===== src/logic/cpu_pkg.sv =====
// ======================================
// cpu package
// shared widths, opcode and ALU enums, the
// instruction layout and the pipeline structs
// ======================================

package cpu_pkg;

    localparam int XLEN       = 32;
    localparam int REG_ADDR_W = 5;
    localparam int IMM_W      = 17;

    typedef enum logic [4:0] {
        OP_RTYPE = 5'b00000,
        OP_J     = 5'b00001,
        OP_BNE   = 5'b00010,
        OP_ADDI  = 5'b00101,
        OP_BLT   = 5'b00110,
        OP_SW    = 5'b00111,
        OP_LW    = 5'b01000
    } opcode_e;

    typedef enum logic [4:0] {
        ALU_ADD = 5'b00000,
        ALU_SUB = 5'b00001,
        ALU_AND = 5'b00010,
        ALU_OR  = 5'b00011,
        ALU_SLL = 5'b00100,
        ALU_SRA = 5'b00101
    } alu_op_e;

    typedef enum logic [1:0] {
        FWD_REG = 2'b00,                   // value read in decode
        FWD_MEM = 2'b01,                   // X/M result
        FWD_WB  = 2'b10                    // writeback value
    } fwd_sel_e;

    // R-type view; I-type imm and J target overlay the low bits
    typedef struct packed {
        opcode_e               opcode;
        logic [REG_ADDR_W-1:0] rd;
        logic [REG_ADDR_W-1:0] rs;
        logic [REG_ADDR_W-1:0] rt;
        logic [4:0]            shamt;
        alu_op_e               alu_op;
        logic [1:0]            pad;
    } insn_t;

    typedef struct packed {
        logic [XLEN-1:0] pc;
        logic [XLEN-1:0] insn;             // all zero is a bubble
    } fd_reg_t;

    typedef struct packed {
        logic [XLEN-1:0]       pc;
        opcode_e               opcode;
        alu_op_e               alu_op;
        logic [4:0]            shamt;
        logic [REG_ADDR_W-1:0] rd;
        logic [REG_ADDR_W-1:0] rs;
        logic [REG_ADDR_W-1:0] rt;         // second source register actually read
        logic [IMM_W-1:0]      imm;
        logic [XLEN-1:0]       opa;
        logic [XLEN-1:0]       opb;
        logic                  wr_en;
    } dx_reg_t;

    typedef struct packed {
        opcode_e               opcode;
        logic [REG_ADDR_W-1:0] rd;
        logic                  wr_en;
        logic [XLEN-1:0]       result;
        logic [XLEN-1:0]       store_data;
    } xm_reg_t;

    typedef struct packed {
        opcode_e               opcode;
        logic [REG_ADDR_W-1:0] rd;
        logic                  wr_en;
        logic [XLEN-1:0]       result;
        logic [XLEN-1:0]       load_data;
    } mw_reg_t;

    typedef struct packed {
        logic     stall_f;                 // hold PC and F/D
        logic     flush_d;                 // bubble into F/D
        logic     flush_x;                 // bubble into D/X
        fwd_sel_e fwd_a;
        fwd_sel_e fwd_b;
    } hz_ctrl_t;

endpackage


===== src/logic/reg_file.sv =====
// ======================================
// register file
// 32 x 32, two read ports, one write port,
// r0 reads zero, write seen by same-cycle read
// ======================================
`timescale 1ns/100ps

module reg_file import cpu_pkg::*; (
    input  logic                  clk,
    input  logic                  rst_n_i,
    input  logic [REG_ADDR_W-1:0] ra_i,
    input  logic [REG_ADDR_W-1:0] rb_i,
    output logic [XLEN-1:0]       da_o,
    output logic [XLEN-1:0]       db_o,
    input  logic                  we_i,
    input  logic [REG_ADDR_W-1:0] wa_i,
    input  logic [XLEN-1:0]       wd_i
);

    logic [XLEN-1:0] regs [1:(1<<REG_ADDR_W)-1];

    always_ff @(posedge clk) begin
        if (we_i && wa_i != '0) begin
            regs[wa_i] <= wd_i;
        end
    end

    function automatic logic [XLEN-1:0] rd_port(input logic [REG_ADDR_W-1:0] addr);
        logic [XLEN-1:0] val;
        if (addr == '0) begin
            val = '0;
        end else if (we_i && wa_i == addr) begin
            val = wd_i;                           // write-through
        end else begin
            val = regs[addr];
        end
        return val;
    endfunction

    always_comb begin
        da_o = rd_port(ra_i);
        db_o = rd_port(rb_i);
    end

    a_no_wr_in_reset: assert property (@(posedge clk) !rst_n_i |-> !we_i)
        else $error("register write during reset");

endmodule


===== src/logic/hazard_ctrl.sv =====
// ======================================
// hazard control
// load-use stall, branch flush and the
// forwarding selects for execute
// ======================================
`timescale 1ns/100ps

module hazard_ctrl import cpu_pkg::*; (
    input  logic                  clk,
    input  logic                  rst_n_i,
    input  logic [REG_ADDR_W-1:0] dec_rs_i,
    input  logic [REG_ADDR_W-1:0] dec_rt_i,
    input  dx_reg_t               dx_i,
    input  xm_reg_t               xm_i,
    input  mw_reg_t               mw_i,
    input  logic                  branch_taken_i,
    output hz_ctrl_t              hz_o,
    output logic                  redirect_o
);

    logic load_use;

    // youngest producer wins
    function automatic fwd_sel_e pick_src(
        input logic [REG_ADDR_W-1:0] src,
        input logic                  m_we,
        input logic [REG_ADDR_W-1:0] m_rd,
        input logic                  w_we,
        input logic [REG_ADDR_W-1:0] w_rd
    );
        fwd_sel_e sel;
        sel = FWD_REG;
        if (m_we && m_rd == src) begin
            sel = FWD_MEM;
        end else if (w_we && w_rd == src) begin
            sel = FWD_WB;
        end
        return sel;
    endfunction

    // wr_en already excludes r0, so no zero compare needed
    assign load_use = (dx_i.opcode == OP_LW) && dx_i.wr_en &&
                      ((dx_i.rd == dec_rs_i) || (dx_i.rd == dec_rt_i));

    always_comb begin
        hz_o.stall_f = load_use;
        hz_o.flush_d = branch_taken_i;                // wrong-path fetch
        hz_o.flush_x = branch_taken_i | load_use;     // bubble for both cases
        hz_o.fwd_a   = pick_src(dx_i.rs, xm_i.wr_en, xm_i.rd, mw_i.wr_en, mw_i.rd);
        hz_o.fwd_b   = pick_src(dx_i.rt, xm_i.wr_en, xm_i.rd, mw_i.wr_en, mw_i.rd);
    end

    assign redirect_o = branch_taken_i;

    // the bubble behind a stalled lw can never trigger another stall
    a_stall_single: assert property (@(posedge clk) disable iff (!rst_n_i)
        hz_o.stall_f |=> !hz_o.stall_f)
        else $error("load-use stall held for two cycles");

    a_fwd_a_no_r0: assert property (@(posedge clk) disable iff (!rst_n_i)
        (hz_o.fwd_a != FWD_REG) |-> (dx_i.rs != '0))
        else $error("operand a forwarded from r0");

    a_fwd_b_no_r0: assert property (@(posedge clk) disable iff (!rst_n_i)
        (hz_o.fwd_b != FWD_REG) |-> (dx_i.rt != '0))
        else $error("operand b forwarded from r0");

endmodule


===== src/logic/fetch_stage.sv =====
// ======================================
// fetch stage
// program counter, imem address and the
// F/D pipeline register
// ======================================
`timescale 1ns/100ps

module fetch_stage import cpu_pkg::*; #(
    parameter int PC_W = 8
) (
    input  logic            clk,
    input  logic            rst_n_i,
    input  hz_ctrl_t        hz_i,
    input  logic            redirect_i,
    input  logic [XLEN-1:0] branch_target_i,
    output logic [PC_W-1:0] imem_addr_o,
    input  logic [XLEN-1:0] imem_data_i,
    output fd_reg_t         fd_o
);

    logic [PC_W-1:0] pc_q;
    logic [PC_W-1:0] pc_next;

    always_comb begin
        if (redirect_i) begin
            pc_next = PC_W'(branch_target_i);         // redirect beats stall
        end else if (hz_i.stall_f) begin
            pc_next = pc_q;
        end else begin
            pc_next = pc_q + PC_W'(1);
        end
    end

    always_ff @(posedge clk or negedge rst_n_i) begin
        if (!rst_n_i) begin
            pc_q <= '0;
        end else begin
            pc_q <= pc_next;
        end
    end

    assign imem_addr_o = pc_q;                        // combinational imem read

    always_ff @(posedge clk or negedge rst_n_i) begin
        if (!rst_n_i) begin
            fd_o <= '0;
        end else if (hz_i.flush_d) begin
            fd_o <= '0;                               // bubble
        end else if (!hz_i.stall_f) begin
            fd_o.pc   <= XLEN'(pc_q);
            fd_o.insn <= imem_data_i;
        end
    end

endmodule


===== src/logic/decode_stage.sv =====
// ======================================
// decode stage
// field split, register read addresses,
// write flag and the D/X register
// ======================================
`timescale 1ns/100ps

module decode_stage import cpu_pkg::*; (
    input  logic                  clk,
    input  logic                  rst_n_i,
    input  fd_reg_t               fd_i,
    input  hz_ctrl_t              hz_i,
    output logic [REG_ADDR_W-1:0] rf_ra_o,
    output logic [REG_ADDR_W-1:0] rf_rb_o,
    input  logic [XLEN-1:0]       rf_da_i,
    input  logic [XLEN-1:0]       rf_db_i,
    output logic [REG_ADDR_W-1:0] dec_rs_o,
    output logic [REG_ADDR_W-1:0] dec_rt_o,
    output dx_reg_t               dx_o
);

    insn_t   ins;
    logic    wr_en;
    dx_reg_t dx_next;

    assign ins = insn_t'(fd_i.insn);

    always_comb begin
        rf_ra_o = ins.rs;
        rf_rb_o = '0;
        unique case (ins.opcode)
            OP_RTYPE:               rf_rb_o = ins.rt;
            OP_SW, OP_BNE, OP_BLT:  rf_rb_o = ins.rd;     // rd is a source here
            OP_J:                   rf_ra_o = '0;         // rs bits belong to target
            default:                rf_rb_o = '0;
        endcase
    end

    assign dec_rs_o = rf_ra_o;
    assign dec_rt_o = rf_rb_o;

    assign wr_en = ((ins.opcode == OP_RTYPE) || (ins.opcode == OP_ADDI) ||
                    (ins.opcode == OP_LW)) && (ins.rd != '0);

    always_comb begin
        dx_next.pc     = fd_i.pc;
        dx_next.opcode = ins.opcode;
        dx_next.alu_op = ins.alu_op;
        dx_next.shamt  = ins.shamt;
        dx_next.rd     = ins.rd;
        dx_next.rs     = ins.rs;                  // raw, j needs it for the target
        dx_next.rt     = rf_rb_o;
        dx_next.imm    = fd_i.insn[IMM_W-1:0];
        dx_next.opa    = rf_da_i;
        dx_next.opb    = rf_db_i;
        dx_next.wr_en  = wr_en;
    end

    always_ff @(posedge clk or negedge rst_n_i) begin
        if (!rst_n_i) begin
            dx_o <= '0;
        end else if (hz_i.stall_f || hz_i.flush_x) begin
            dx_o <= '0;                           // bubble
        end else begin
            dx_o <= dx_next;
        end
    end

endmodule


===== src/logic/execute_stage.sv =====
// ======================================
// execute stage
// operand forwarding, ALU, branch compare
// and target, and the X/M register
// ======================================
`timescale 1ns/100ps

module execute_stage import cpu_pkg::*; (
    input  logic            clk,
    input  logic            rst_n_i,
    input  dx_reg_t         dx_i,
    input  hz_ctrl_t        hz_i,
    input  logic [XLEN-1:0] xm_fwd_i,
    input  logic [XLEN-1:0] wb_fwd_i,
    output logic            branch_taken_o,
    output logic [XLEN-1:0] branch_target_o,
    output xm_reg_t         xm_o
);

    logic [XLEN-1:0] a_val;
    logic [XLEN-1:0] b_val;
    logic [XLEN-1:0] imm_sx;
    logic [XLEN-1:0] alu_b;
    logic [XLEN-1:0] alu_res;
    alu_op_e         alu_op;
    logic            use_imm;
    logic            ne;
    logic            lt;

    always_comb begin
        unique case (hz_i.fwd_a)
            FWD_MEM: a_val = xm_fwd_i;
            FWD_WB:  a_val = wb_fwd_i;
            default: a_val = dx_i.opa;
        endcase
        unique case (hz_i.fwd_b)
            FWD_MEM: b_val = xm_fwd_i;
            FWD_WB:  b_val = wb_fwd_i;
            default: b_val = dx_i.opb;
        endcase
    end

    assign imm_sx  = {{(XLEN-IMM_W){dx_i.imm[IMM_W-1]}}, dx_i.imm};
    assign use_imm = (dx_i.opcode == OP_ADDI) || (dx_i.opcode == OP_LW) ||
                     (dx_i.opcode == OP_SW);
    assign alu_b   = use_imm ? imm_sx : b_val;
    assign alu_op  = (dx_i.opcode == OP_RTYPE) ? dx_i.alu_op : ALU_ADD;

    always_comb begin
        unique case (alu_op)
            ALU_ADD: alu_res = a_val + alu_b;
            ALU_SUB: alu_res = a_val - alu_b;
            ALU_AND: alu_res = a_val & alu_b;
            ALU_OR:  alu_res = a_val | alu_b;
            ALU_SLL: alu_res = a_val << dx_i.shamt;
            ALU_SRA: alu_res = $signed(a_val) >>> dx_i.shamt;
            default: alu_res = '0;
        endcase
    end

    // branches compare rd (b side) against rs (a side)
    assign ne = (b_val != a_val);
    assign lt = ($signed(b_val) < $signed(a_val));

    assign branch_taken_o = (dx_i.opcode == OP_J) ||
                            ((dx_i.opcode == OP_BNE) && ne) ||
                            ((dx_i.opcode == OP_BLT) && lt);

    assign branch_target_o = (dx_i.opcode == OP_J) ?
                             XLEN'({dx_i.rd, dx_i.rs, dx_i.imm}) :   // 27-bit target
                             dx_i.pc + XLEN'(1) + imm_sx;

    always_ff @(posedge clk or negedge rst_n_i) begin
        if (!rst_n_i) begin
            xm_o <= '0;
        end else begin
            xm_o.opcode     <= dx_i.opcode;
            xm_o.rd         <= dx_i.rd;
            xm_o.wr_en      <= dx_i.wr_en;
            xm_o.result     <= alu_res;
            xm_o.store_data <= b_val;             // rd value for sw
        end
    end

    // the flushed slot behind a taken branch cannot branch again
    a_no_back_to_back: assert property (@(posedge clk) disable iff (!rst_n_i)
        branch_taken_o |=> !branch_taken_o)
        else $error("taken branch right after a taken branch");

endmodule


===== src/logic/mem_wb_stage.sv =====
// ======================================
// memory and writeback stage
// data memory port, M/W register and the
// writeback select
// ======================================
`timescale 1ns/100ps

module mem_wb_stage import cpu_pkg::*; #(
    parameter int DADDR_W = 8
) (
    input  logic                  clk,
    input  logic                  rst_n_i,
    input  xm_reg_t               xm_i,
    output logic [DADDR_W-1:0]    dmem_addr_o,
    output logic [XLEN-1:0]       dmem_wdata_o,
    output logic                  dmem_we_o,
    input  logic [XLEN-1:0]       dmem_rdata_i,
    output mw_reg_t               mw_o,
    output logic                  wb_we_o,
    output logic [REG_ADDR_W-1:0] wb_addr_o,
    output logic [XLEN-1:0]       wb_data_o
);

    assign dmem_addr_o  = DADDR_W'(xm_i.result);  // word address from ALU
    assign dmem_wdata_o = xm_i.store_data;
    assign dmem_we_o    = (xm_i.opcode == OP_SW);

    always_ff @(posedge clk or negedge rst_n_i) begin
        if (!rst_n_i) begin
            mw_o <= '0;
        end else begin
            mw_o.opcode    <= xm_i.opcode;
            mw_o.rd        <= xm_i.rd;
            mw_o.wr_en     <= xm_i.wr_en;
            mw_o.result    <= xm_i.result;
            mw_o.load_data <= dmem_rdata_i;
        end
    end

    assign wb_we_o   = mw_o.wr_en;
    assign wb_addr_o = mw_o.rd;
    assign wb_data_o = (mw_o.opcode == OP_LW) ? mw_o.load_data : mw_o.result;

endmodule


===== src/logic/cpu_top.sv =====
// ======================================
// cpu top
// five-stage pipeline with register file,
// exposes instruction and data memory ports
// ======================================
`timescale 1ns/100ps

module cpu_top import cpu_pkg::*; #(
    parameter int PC_W    = 8,
    parameter int DADDR_W = 8
) (
    input  logic               clk,
    input  logic               rst_n_i,
    output logic [PC_W-1:0]    imem_addr_o,
    input  logic [XLEN-1:0]    imem_data_i,
    output logic [DADDR_W-1:0] dmem_addr_o,
    output logic [XLEN-1:0]    dmem_wdata_o,
    output logic               dmem_we_o,
    input  logic [XLEN-1:0]    dmem_rdata_i
);

    fd_reg_t               fd;
    dx_reg_t               dx;
    xm_reg_t               xm;
    mw_reg_t               mw;
    hz_ctrl_t              hz;
    logic [REG_ADDR_W-1:0] rf_ra;
    logic [REG_ADDR_W-1:0] rf_rb;
    logic [XLEN-1:0]       rf_da;
    logic [XLEN-1:0]       rf_db;
    logic [REG_ADDR_W-1:0] dec_rs;
    logic [REG_ADDR_W-1:0] dec_rt;
    logic                  branch_taken;
    logic [XLEN-1:0]       branch_target;
    logic                  redirect;
    logic                  wb_we;
    logic [REG_ADDR_W-1:0] wb_addr;
    logic [XLEN-1:0]       wb_data;

    fetch_stage #(.PC_W(PC_W)) u_fetch (
        .clk(clk), .rst_n_i(rst_n_i), .hz_i(hz), .redirect_i(redirect),
        .branch_target_i(branch_target), .imem_addr_o(imem_addr_o),
        .imem_data_i(imem_data_i), .fd_o(fd)
    );

    decode_stage u_decode (
        .clk(clk), .rst_n_i(rst_n_i), .fd_i(fd), .hz_i(hz),
        .rf_ra_o(rf_ra), .rf_rb_o(rf_rb), .rf_da_i(rf_da), .rf_db_i(rf_db),
        .dec_rs_o(dec_rs), .dec_rt_o(dec_rt), .dx_o(dx)
    );

    reg_file u_rf (
        .clk(clk), .rst_n_i(rst_n_i), .ra_i(rf_ra), .rb_i(rf_rb),
        .da_o(rf_da), .db_o(rf_db), .we_i(wb_we), .wa_i(wb_addr), .wd_i(wb_data)
    );

    execute_stage u_execute (
        .clk(clk), .rst_n_i(rst_n_i), .dx_i(dx), .hz_i(hz),
        .xm_fwd_i(xm.result), .wb_fwd_i(wb_data),
        .branch_taken_o(branch_taken), .branch_target_o(branch_target), .xm_o(xm)
    );

    mem_wb_stage #(.DADDR_W(DADDR_W)) u_mem_wb (
        .clk(clk), .rst_n_i(rst_n_i), .xm_i(xm),
        .dmem_addr_o(dmem_addr_o), .dmem_wdata_o(dmem_wdata_o),
        .dmem_we_o(dmem_we_o), .dmem_rdata_i(dmem_rdata_i), .mw_o(mw),
        .wb_we_o(wb_we), .wb_addr_o(wb_addr), .wb_data_o(wb_data)
    );

    hazard_ctrl u_hazard (
        .clk(clk), .rst_n_i(rst_n_i), .dec_rs_i(dec_rs), .dec_rt_i(dec_rt),
        .dx_i(dx), .xm_i(xm), .mw_i(mw), .branch_taken_i(branch_taken),
        .hz_o(hz), .redirect_o(redirect)
    );

endmodule


===== config.mk =====
export PLATFORM = sky130hd
export DESIGN_NAME = cpu_top
export DESIGN_NICKNAME = d
export VERILOG_FILES = /design/src/logic/cpu_pkg.sv /design/src/logic/reg_file.sv /design/src/logic/hazard_ctrl.sv /design/src/logic/fetch_stage.sv /design/src/logic/decode_stage.sv /design/src/logic/execute_stage.sv /design/src/logic/mem_wb_stage.sv /design/src/logic/cpu_top.sv
export SDC_FILE = /design/constraint.sdc
export NUM_CORES = 2
export LEC_CHECK = 0
export ABC_CLOCK_PERIOD_IN_PS = 13800
export BUFFER_PORTS_ARGS = -buffer_cell sky130_fd_sc_hd__clkbuf_2
export CELL_PAD_IN_SITES_DETAIL_PLACEMENT = 1
export CELL_PAD_IN_SITES_GLOBAL_PLACEMENT = 2
export CORE_MARGIN = 1
export CORE_UTILIZATION = 40
export DETAILED_ROUTE_END_ITERATION = 8
export GPL_TIMING_DRIVEN = 0
export PLACE_DENSITY_LB_ADDON = 0.2
export SKIP_CTS_REPAIR_TIMING = 1
export SLEW_MARGIN = 15
export SYNTH_ARGS = -nofsm -noshare
export SYNTH_HDL_FRONTEND = slang
export SYNTH_SLANG_ARGS = --single-unit

===== constraint.sdc =====
create_clock -name clk -period 13.8 [get_ports clk]
set_input_delay 2.07 -clock clk [delete_from_list [all_inputs] [get_ports clk]]
set_output_delay 2.07 -clock clk [all_outputs]
set_load 0.01 [all_outputs]

Word level (Yosys, flattened, before mapping)
Memory sizes are Yosys's and may differ from the RTL's.
Index checks and enable logic that the tools add are counted.
- bits in registers: 318
- RAM bits: 992
- input bits: 66
- output and inout port bits: 49
- word-level logic and storage cells: 121
- memories: 1
- memories (name ; depth ; width ; rd ports ; clocked after memory_dff ; write ports ; RTL line ; text):
    u_rf.regs ; 31 ; 32 ; 2 ; 0 ; 1 ; reg_file.sv:20 ; logic [XLEN-1:0] regs [1:(1<<REG_ADDR_W)-1];
- add/subtract/negate cells: 5
- order comparisons: 1
- equal/unequal tests: 33
- shifts and indexed selects: 2
- multiplexer cells: 24
- bitwise gates (word level): 3
- reductions and logical operators: 28
- operators by type and width (cell ; number):
    2-to-1 mux 32 bit ; 6
    case mux 32 bit (6 select lines) ; 1
    case mux 32 bit (2 select lines) ; 2
    2-to-1 mux 120 bit ; 1
    2-to-1 mux 40 bit ; 2
    == test 5 x 3 -> 1 bit (second input constant) ; 9
    == test 5 bit ; 8
    adder 32 bit ; 1
    AND 32 bit ; 1
    < comparator 32 bit ; 1
    inequality test 32 bit ; 1
    bitwise OR 32 bit ; 1
    << shifter 32 x 5 -> 32 bit ; 1
    >>> shifter 32 x 5 -> 32 bit ; 1
    subtractor 32 bit ; 1
    logical NOT 5 bit ; 5
    2-to-1 mux 8 bit ; 3
    == test 5 x 2 -> 1 bit (second input constant) ; 4
    adder 8 x 1 -> 8 bit (second input constant) ; 2
    == test 5 x 1 -> 1 bit (second input constant) ; 3
    == test 5 x 4 -> 1 bit (second input constant) ; 3
    logical AND 1 bit ; 12
    2-to-1 mux 5 bit ; 2
    case mux 5 bit (2 select lines) ; 1
    other kinds (10) ; 24

Longest topological paths before layout
- depth in word-level cells: 13
- mapped depth: 26
- mapped depth without buffers: 22

By module
From an unflattened synthesis, not the netlist that was laid out.
- cell total of the unflattened synthesis: 5132
- area total of the unflattened synthesis: 70032.2 um^2
- modules (own cells, without submodules) (module ; instances ; cells an instance ; area an instance (um^2) ; seq. area each (um^2)):
    reg_file ; 1 ; 2759 ; 47200.3 ; 29788.6
    execute_stage ; 1 ; 1628 ; 12774.8 ; 1876.8
    decode_stage ; 1 ; 331 ; 4640.7 ; 3353.2
    mem_wb_stage ; 1 ; 161 ; 2791.4 ; 1876.8
    fetch_stage ; 1 ; 202 ; 2232.1 ; 1201.2
    hazard_ctrl ; 1 ; 51 ; 392.9 ; 0.0

Least setup slack after synthesis
OpenSTA, ideal clock, no wires.
- path type: register to register
- from: register u_decode.dx_o[107] (netlist name)
- to: register u_execute.xm_o[63] (netlist name)
- setup time: 0.065 ns
- arrival: 5.865 ns
- required time: 13.735 ns
- slack: 7.870 ns
- stages on the path, launching flop included: 25
- buffers on the path: 5
- period minus slack after synthesis: 5.930 ns
- cell sequence: dfrtp_1 > or4b_1 > a21oi_2 > buf_6 > buf_6 > clkbuf_1 > clkbuf_1 > a21oi_1 > inv_1 > ha_1 > nand4_1 > nand4b_4 > or4_4 > o21ai_0 > xor2_1 > ha_1 > clkbuf_1 > nand2_1 > a211oi_1 > o221ai_1 > a31oi_1 > a41oi_1 > or3b_1 > o221a_2 > nand2_1
- word-level cells in the longest chain between the ends: 6
- elaborated cells on any way between the ends: 19
- those cells by class: 2 x add/sub; 8 x eq/ne; 3 x mux; 2 x bitwise; 4 x reduce/logical
- RTL lines (element ; RTL line ; text):
    from (decl) ; decode_stage.sv:19 ; output dx_reg_t dx_o
    from (signal assigned) ; decode_stage.sv:65 ; dx_o <= dx_next;
    == test 5 x 3 -> 1 bit or == test 5 x 4 -> 1 bit (tied branches) ; execute_stage.sv:44 ; assign use_imm = (dx_i.opcode == OP_ADDI) || (dx_i.opcode == OP_LW) ||
    logical OR 1 bit (2 in series) ; execute_stage.sv:44 ;
    2-to-1 mux 32 bit ; execute_stage.sv:46 ; assign alu_b = use_imm ? imm_sx : b_val;
    subtractor 32 bit, or another cell as far along ; execute_stage.sv:52 ; ALU_SUB: alu_res = a_val - alu_b;
    case mux 32 bit (6 select lines) * ; execute_stage.sv:50 ; unique case (alu_op)
    named net u_execute.alu_res[31] ; execute_stage.sv:24 ; logic [XLEN-1:0] alu_res;
    to (decl) ; execute_stage.sv:17 ; output xm_reg_t xm_o
Mark *: on every way through the listed nets, which the timed path passes. The rest lies on a longest branch.
A chain may end at the register's enable or synchronous reset.

Final worst setup path
- from: register u_mem_wb.mw_o[70] (netlist name)
- to: register u_decode.dx_o[88] (netlist name)
- word-level cells in the longest chain between the ends: 10
- elaborated cells on any way between the ends: 13
- those cells by class: 1 x order compare; 2 x eq/ne; 4 x mux; 1 x bitwise; 5 x reduce/logical
- RTL lines (element ; RTL line ; text):
    from (decl) ; mem_wb_stage.sv:18 ; output mw_reg_t mw_o,
    == test 5 x 4 -> 1 bit * ; mem_wb_stage.sv:42 ; assign wb_data_o = (mw_o.opcode == OP_LW) ? mw_o.load_data : mw_o.result;
    2-to-1 mux 32 bit * ; mem_wb_stage.sv:42 ;
    parallel branches: the longest is 4 deep, another holds < comparator 32 bit ; n/a ;
    logical OR 1 bit * ; execute_stage.sv:66 ; ((dx_i.opcode == OP_BNE) && ne) ||
    bitwise OR 1 bit * ; hazard_ctrl.sv:48 ; hz_o.flush_x = branch_taken_i | load_use;
    logical OR 1 bit * ; decode_stage.sv:62 ; end else if (hz_i.stall_f || hz_i.flush_x) begin
    2-to-1 mux 120 bit * ; decode_stage.sv:62 ;
Mark *: on every way between the ends.

==> reports/results.ini <==
[run_status]
status=finished with violations
violations=capacitance limit

[pwr]
clock_power_share_pct=20.3
p_sw_share_pct=48.97
comb_power_share_pct=52.8
switchingPower_mw=10.06
seqPwrFrac_pct=26.9
powerDensity_nw_per_um2=257.2
vdd_drop_max_v=0.0001464
total_power_mw=20.55
p_int_mw=10.49
leakage_nw=29.50

[layout]
syn2layout_area_growth_pct=14.32
drive_gt1_share_pct=10.38
finalInstanceArea_um2=79890
fin_nets=7218
fillers=19030
final_cells=9528
post-route-util_pct=46.01

[setup_path]
cp_num_cells=21
critical_path_buf_inv_count=6
critical-path-top-delay-family=compound AO/OA/AOI/OAI gates
reg2reg_to=u_decode.dx_o[88]
ff2ff_setup_slack_ns=3.15
worstPathCellList=nor4b_2 -> clkbuf_1 -> buf_2 -> nand3_1 -> and4_1 -> o31ai_1 -> inv_1 -> ha_1 -> a21o_1 -> a21o_1 -> a21o_1 -> a221oi_1 -> o21ai_0 -> a221o_1 -> a211oi_2 -> mux2i_1 -> o21ai_0 -> clkbuf_1 -> clkbuf_1 -> clkbuf_1 -> nor2_1
worstRegToRegCells=21
rr_startpoint=u_mem_wb.mw_o[70]
critPathLaunch=u_mem_wb.mw_o[70]
worst_setup_path_start_kind=flop
crit_path_frequent_cell=clkbuf_1
critical_path_peak_fanout=10
cp_slowest_cell=o21ai_0
cp-endpoint=u_decode.dx_o[88]
crit_required_ns=14.47
max_stage_delay_ns=0.92
cp-end-kind=flop
critical_path_class=flop to flop
arrival_ns=11.32

[clock_network]
cts_num_sinks=1300
cts_root_buf=clkbuf_16
htree_num_levels=4
clk_latency_ns=0.85
cts_buffers=153
clkSlewWorstSetupHoldPaths_ns=0.06
clock_path_buffers=3
tritoncts=built

[die]
die_w_um=420.0
initial_core_util_pct=40.25
fp.dieArea_um2=176400
rows=153
coreArea_um2=173600
die-height_um=420.0
io_pins=115

[detailed_routing]
drt_wl_total_mm=378.1
dr.pass1.iters=6
drt_iter0_drc=7530
vias=62560
via_per_inst=6.566
drtAntennaViolNets=0
drc=0
drt-wirelength-per-cell_um=39.68

[min_path]
min_from=u_execute.xm_o[73]
hold_path.class=flop to flop

[sta]
drv_slew=0
rsz0062_at_grt=false
hold_viol_final=0
tns_ns=0
fin_crit_ns=10.65
setup_viol=0
final.period_utilization_pct=77.19
worst_slack_ns=3.148
finalClockSkew_ns=0.04511
worst_slew_pin_slew_ns=1.467
hold_ws_ns=0.3741
fmax_mhz=93.88
slew_headroom_pct=1.363

[place]
dp_slack_ns=3.224
place.gp.congestion=1.016
place_area_um2=74850
dp.cells=9240
portBuffers=114
post-dp-hpwl_mm=287.2

[synthesis]
ys_types=103
yosysWarnings=0
synth_area_um2=69890
yosysSeqAreaShare_pct=53.65
synth_area_per_cell_um2=10.37
synth_edf_count=992
ys_ff_latch=1300
synth_cells=6742
ys.flop_type=edfxtp_1
postSynth.asyncResetShare_pct=23.69
syn_nets=6890

[grt]
overflow=0
grt_start_max_net_pins=95
grt_antenna_before_repair=30
grt_pass1_wl_mm=512.1
track_usage_pct=42.23
grt_pass1_vias=63140

[job]
cap_violations=1

-- worst min path at each step --
stage / endpoint / slack, ns / depth (start not counted)
6_report: u_mem_wb.mw_o[73] / 0.37 / 0
5_1_grt: u_mem_wb.mw_o[73] / 0.38 / 0
4_1_cts: u_mem_wb.mw_o[73] / 0.37 / 0
2_1_floorplan: u_mem_wb.mw_o[73] / 0.35 / 0
3_5_place_dp: u_mem_wb.mw_o[71] / 0.36 / 0
3_3_place_gp: u_mem_wb.mw_o[70] / 0.36 / 0
-- sequential cells by signal, indices dropped and copies added (netlist names) --
register	flops
u_rf.regs	992
u_decode.dx_o	110
u_execute.xm_o	75
u_mem_wb.mw_o	69
u_fetch.fd_o	40
u_fetch.imem_addr_o	8
u_mem_wb.wb_addr_o	5
u_mem_wb.wb_we_o	1
-- metal layers --
layer  track usage [%]  vias up  part of all wire (%)
met5                 0        -                 0.033
met4             32.28       18                   8.8
met3             8.954     1076                   8.4
met2             68.76     3661                    47
met1             48.63    31900                    36
li1                  -    25900                     -
-- cells in the final DEF (no fill, tap or decap), drive strengths merged, types with 91 or more instances in the layout --
cell    synthesis  final
inv           123    130
mux2i         226    226
a311oi        260    260
nand2        1528   1528
o211ai         91     91
a21oi         142    142
edfxtp        992    992
nor2          207    207
a211oi        216    216
o21ai         123    123
dfrtp         308    308
buf           155    212
clkbuf        459    758
nor3          100    100
a31oi          97     97
nand3         425    425
nor2b         123    123
and3          202    202
-- cells in the mapped netlist, drive strengths merged, types with 80 or more instances --
cell type  instances  area share [%]
a211oi           216             2.3
a21oi            142             1.0
a311oi           260             3.3
a31oi             97            0.88
and3             202             1.8
buf              155             1.2
clkbuf           459             2.5
dfrtp            308              11
edfxtp           992              43
ha                80             1.4
inv              123            0.66
mux2i            226             3.2
nand2           1528             8.2
nand3            425             3.0
nor2             207             1.1
nor2b            123             1.1
nor3             100            0.72
o211ai            91            0.98
o21ai            123            0.92
-- final cells by class --
class                   instances  area [um^2]  area share [%]
flip-flops and latches       1300        37500           46.93
multi-input cells            4701        29750           37.23
clock buffers                 183         4055           5.076
well taps                    2325         2909           3.641
plain buffers                 614         2629           3.290
repair buffers                173         1602           2.005
clock inverters                91        943.4           1.181
inverters                     127        476.7          0.5967
diodes                         14        35.03         0.04385
-- worst reg2reg max path, cell delays in order (launching register included) --
cell,delay (ns)
dfrtp_1,0.39
nor4b_2,0.71
clkbuf_1,0.79
buf_2,0.36
nand3_1,0.34
and4_1,0.35
o31ai_1,0.77
inv_1,0.42
ha_1,0.41
a21o_1,0.16
a21o_1,0.17
a21o_1,0.18
a221oi_1,0.84
o21ai_0,0.17
a221o_1,0.40
a211oi_2,0.74
mux2i_1,0.52
o21ai_0,0.92
clkbuf_1,0.42
clkbuf_1,0.75
clkbuf_1,0.56
nor2_1,0.13
-- power by group through the flow --
stage | Sequential, mW | Clock (mW) | Combinational, mW
6_report | 5.53 | 4.18 | 10.8
5_1_grt | 5.55 | 4.31 | 11.0
4_1_cts | 5.51 | 4.18 | 10.5
3_5_place_dp | 5.58 | 0 | 10.4
3_3_place_gp | 5.61 | 0 | 10.2
2_1_floorplan | 5.42 | 0 | 5.52
-- kinds of logic (layout without fill, tap and decap cells) --
family	count (synthesis)	after routing	synth area share [%]
AOI/OAI and AO/OA	1376	1376	14.78
xor gates and xnor gates	99	99	1.241
adders and majority gates	110	110	1.891
buffers and inverters	741	1188	4.392
DFF	1300	1300	53.65
muxes	330	330	5.928
other	0	14	0
and+or+nand+nor	2786	2786	18.12
No activity file was read; power rests on OpenSTA's default activity.
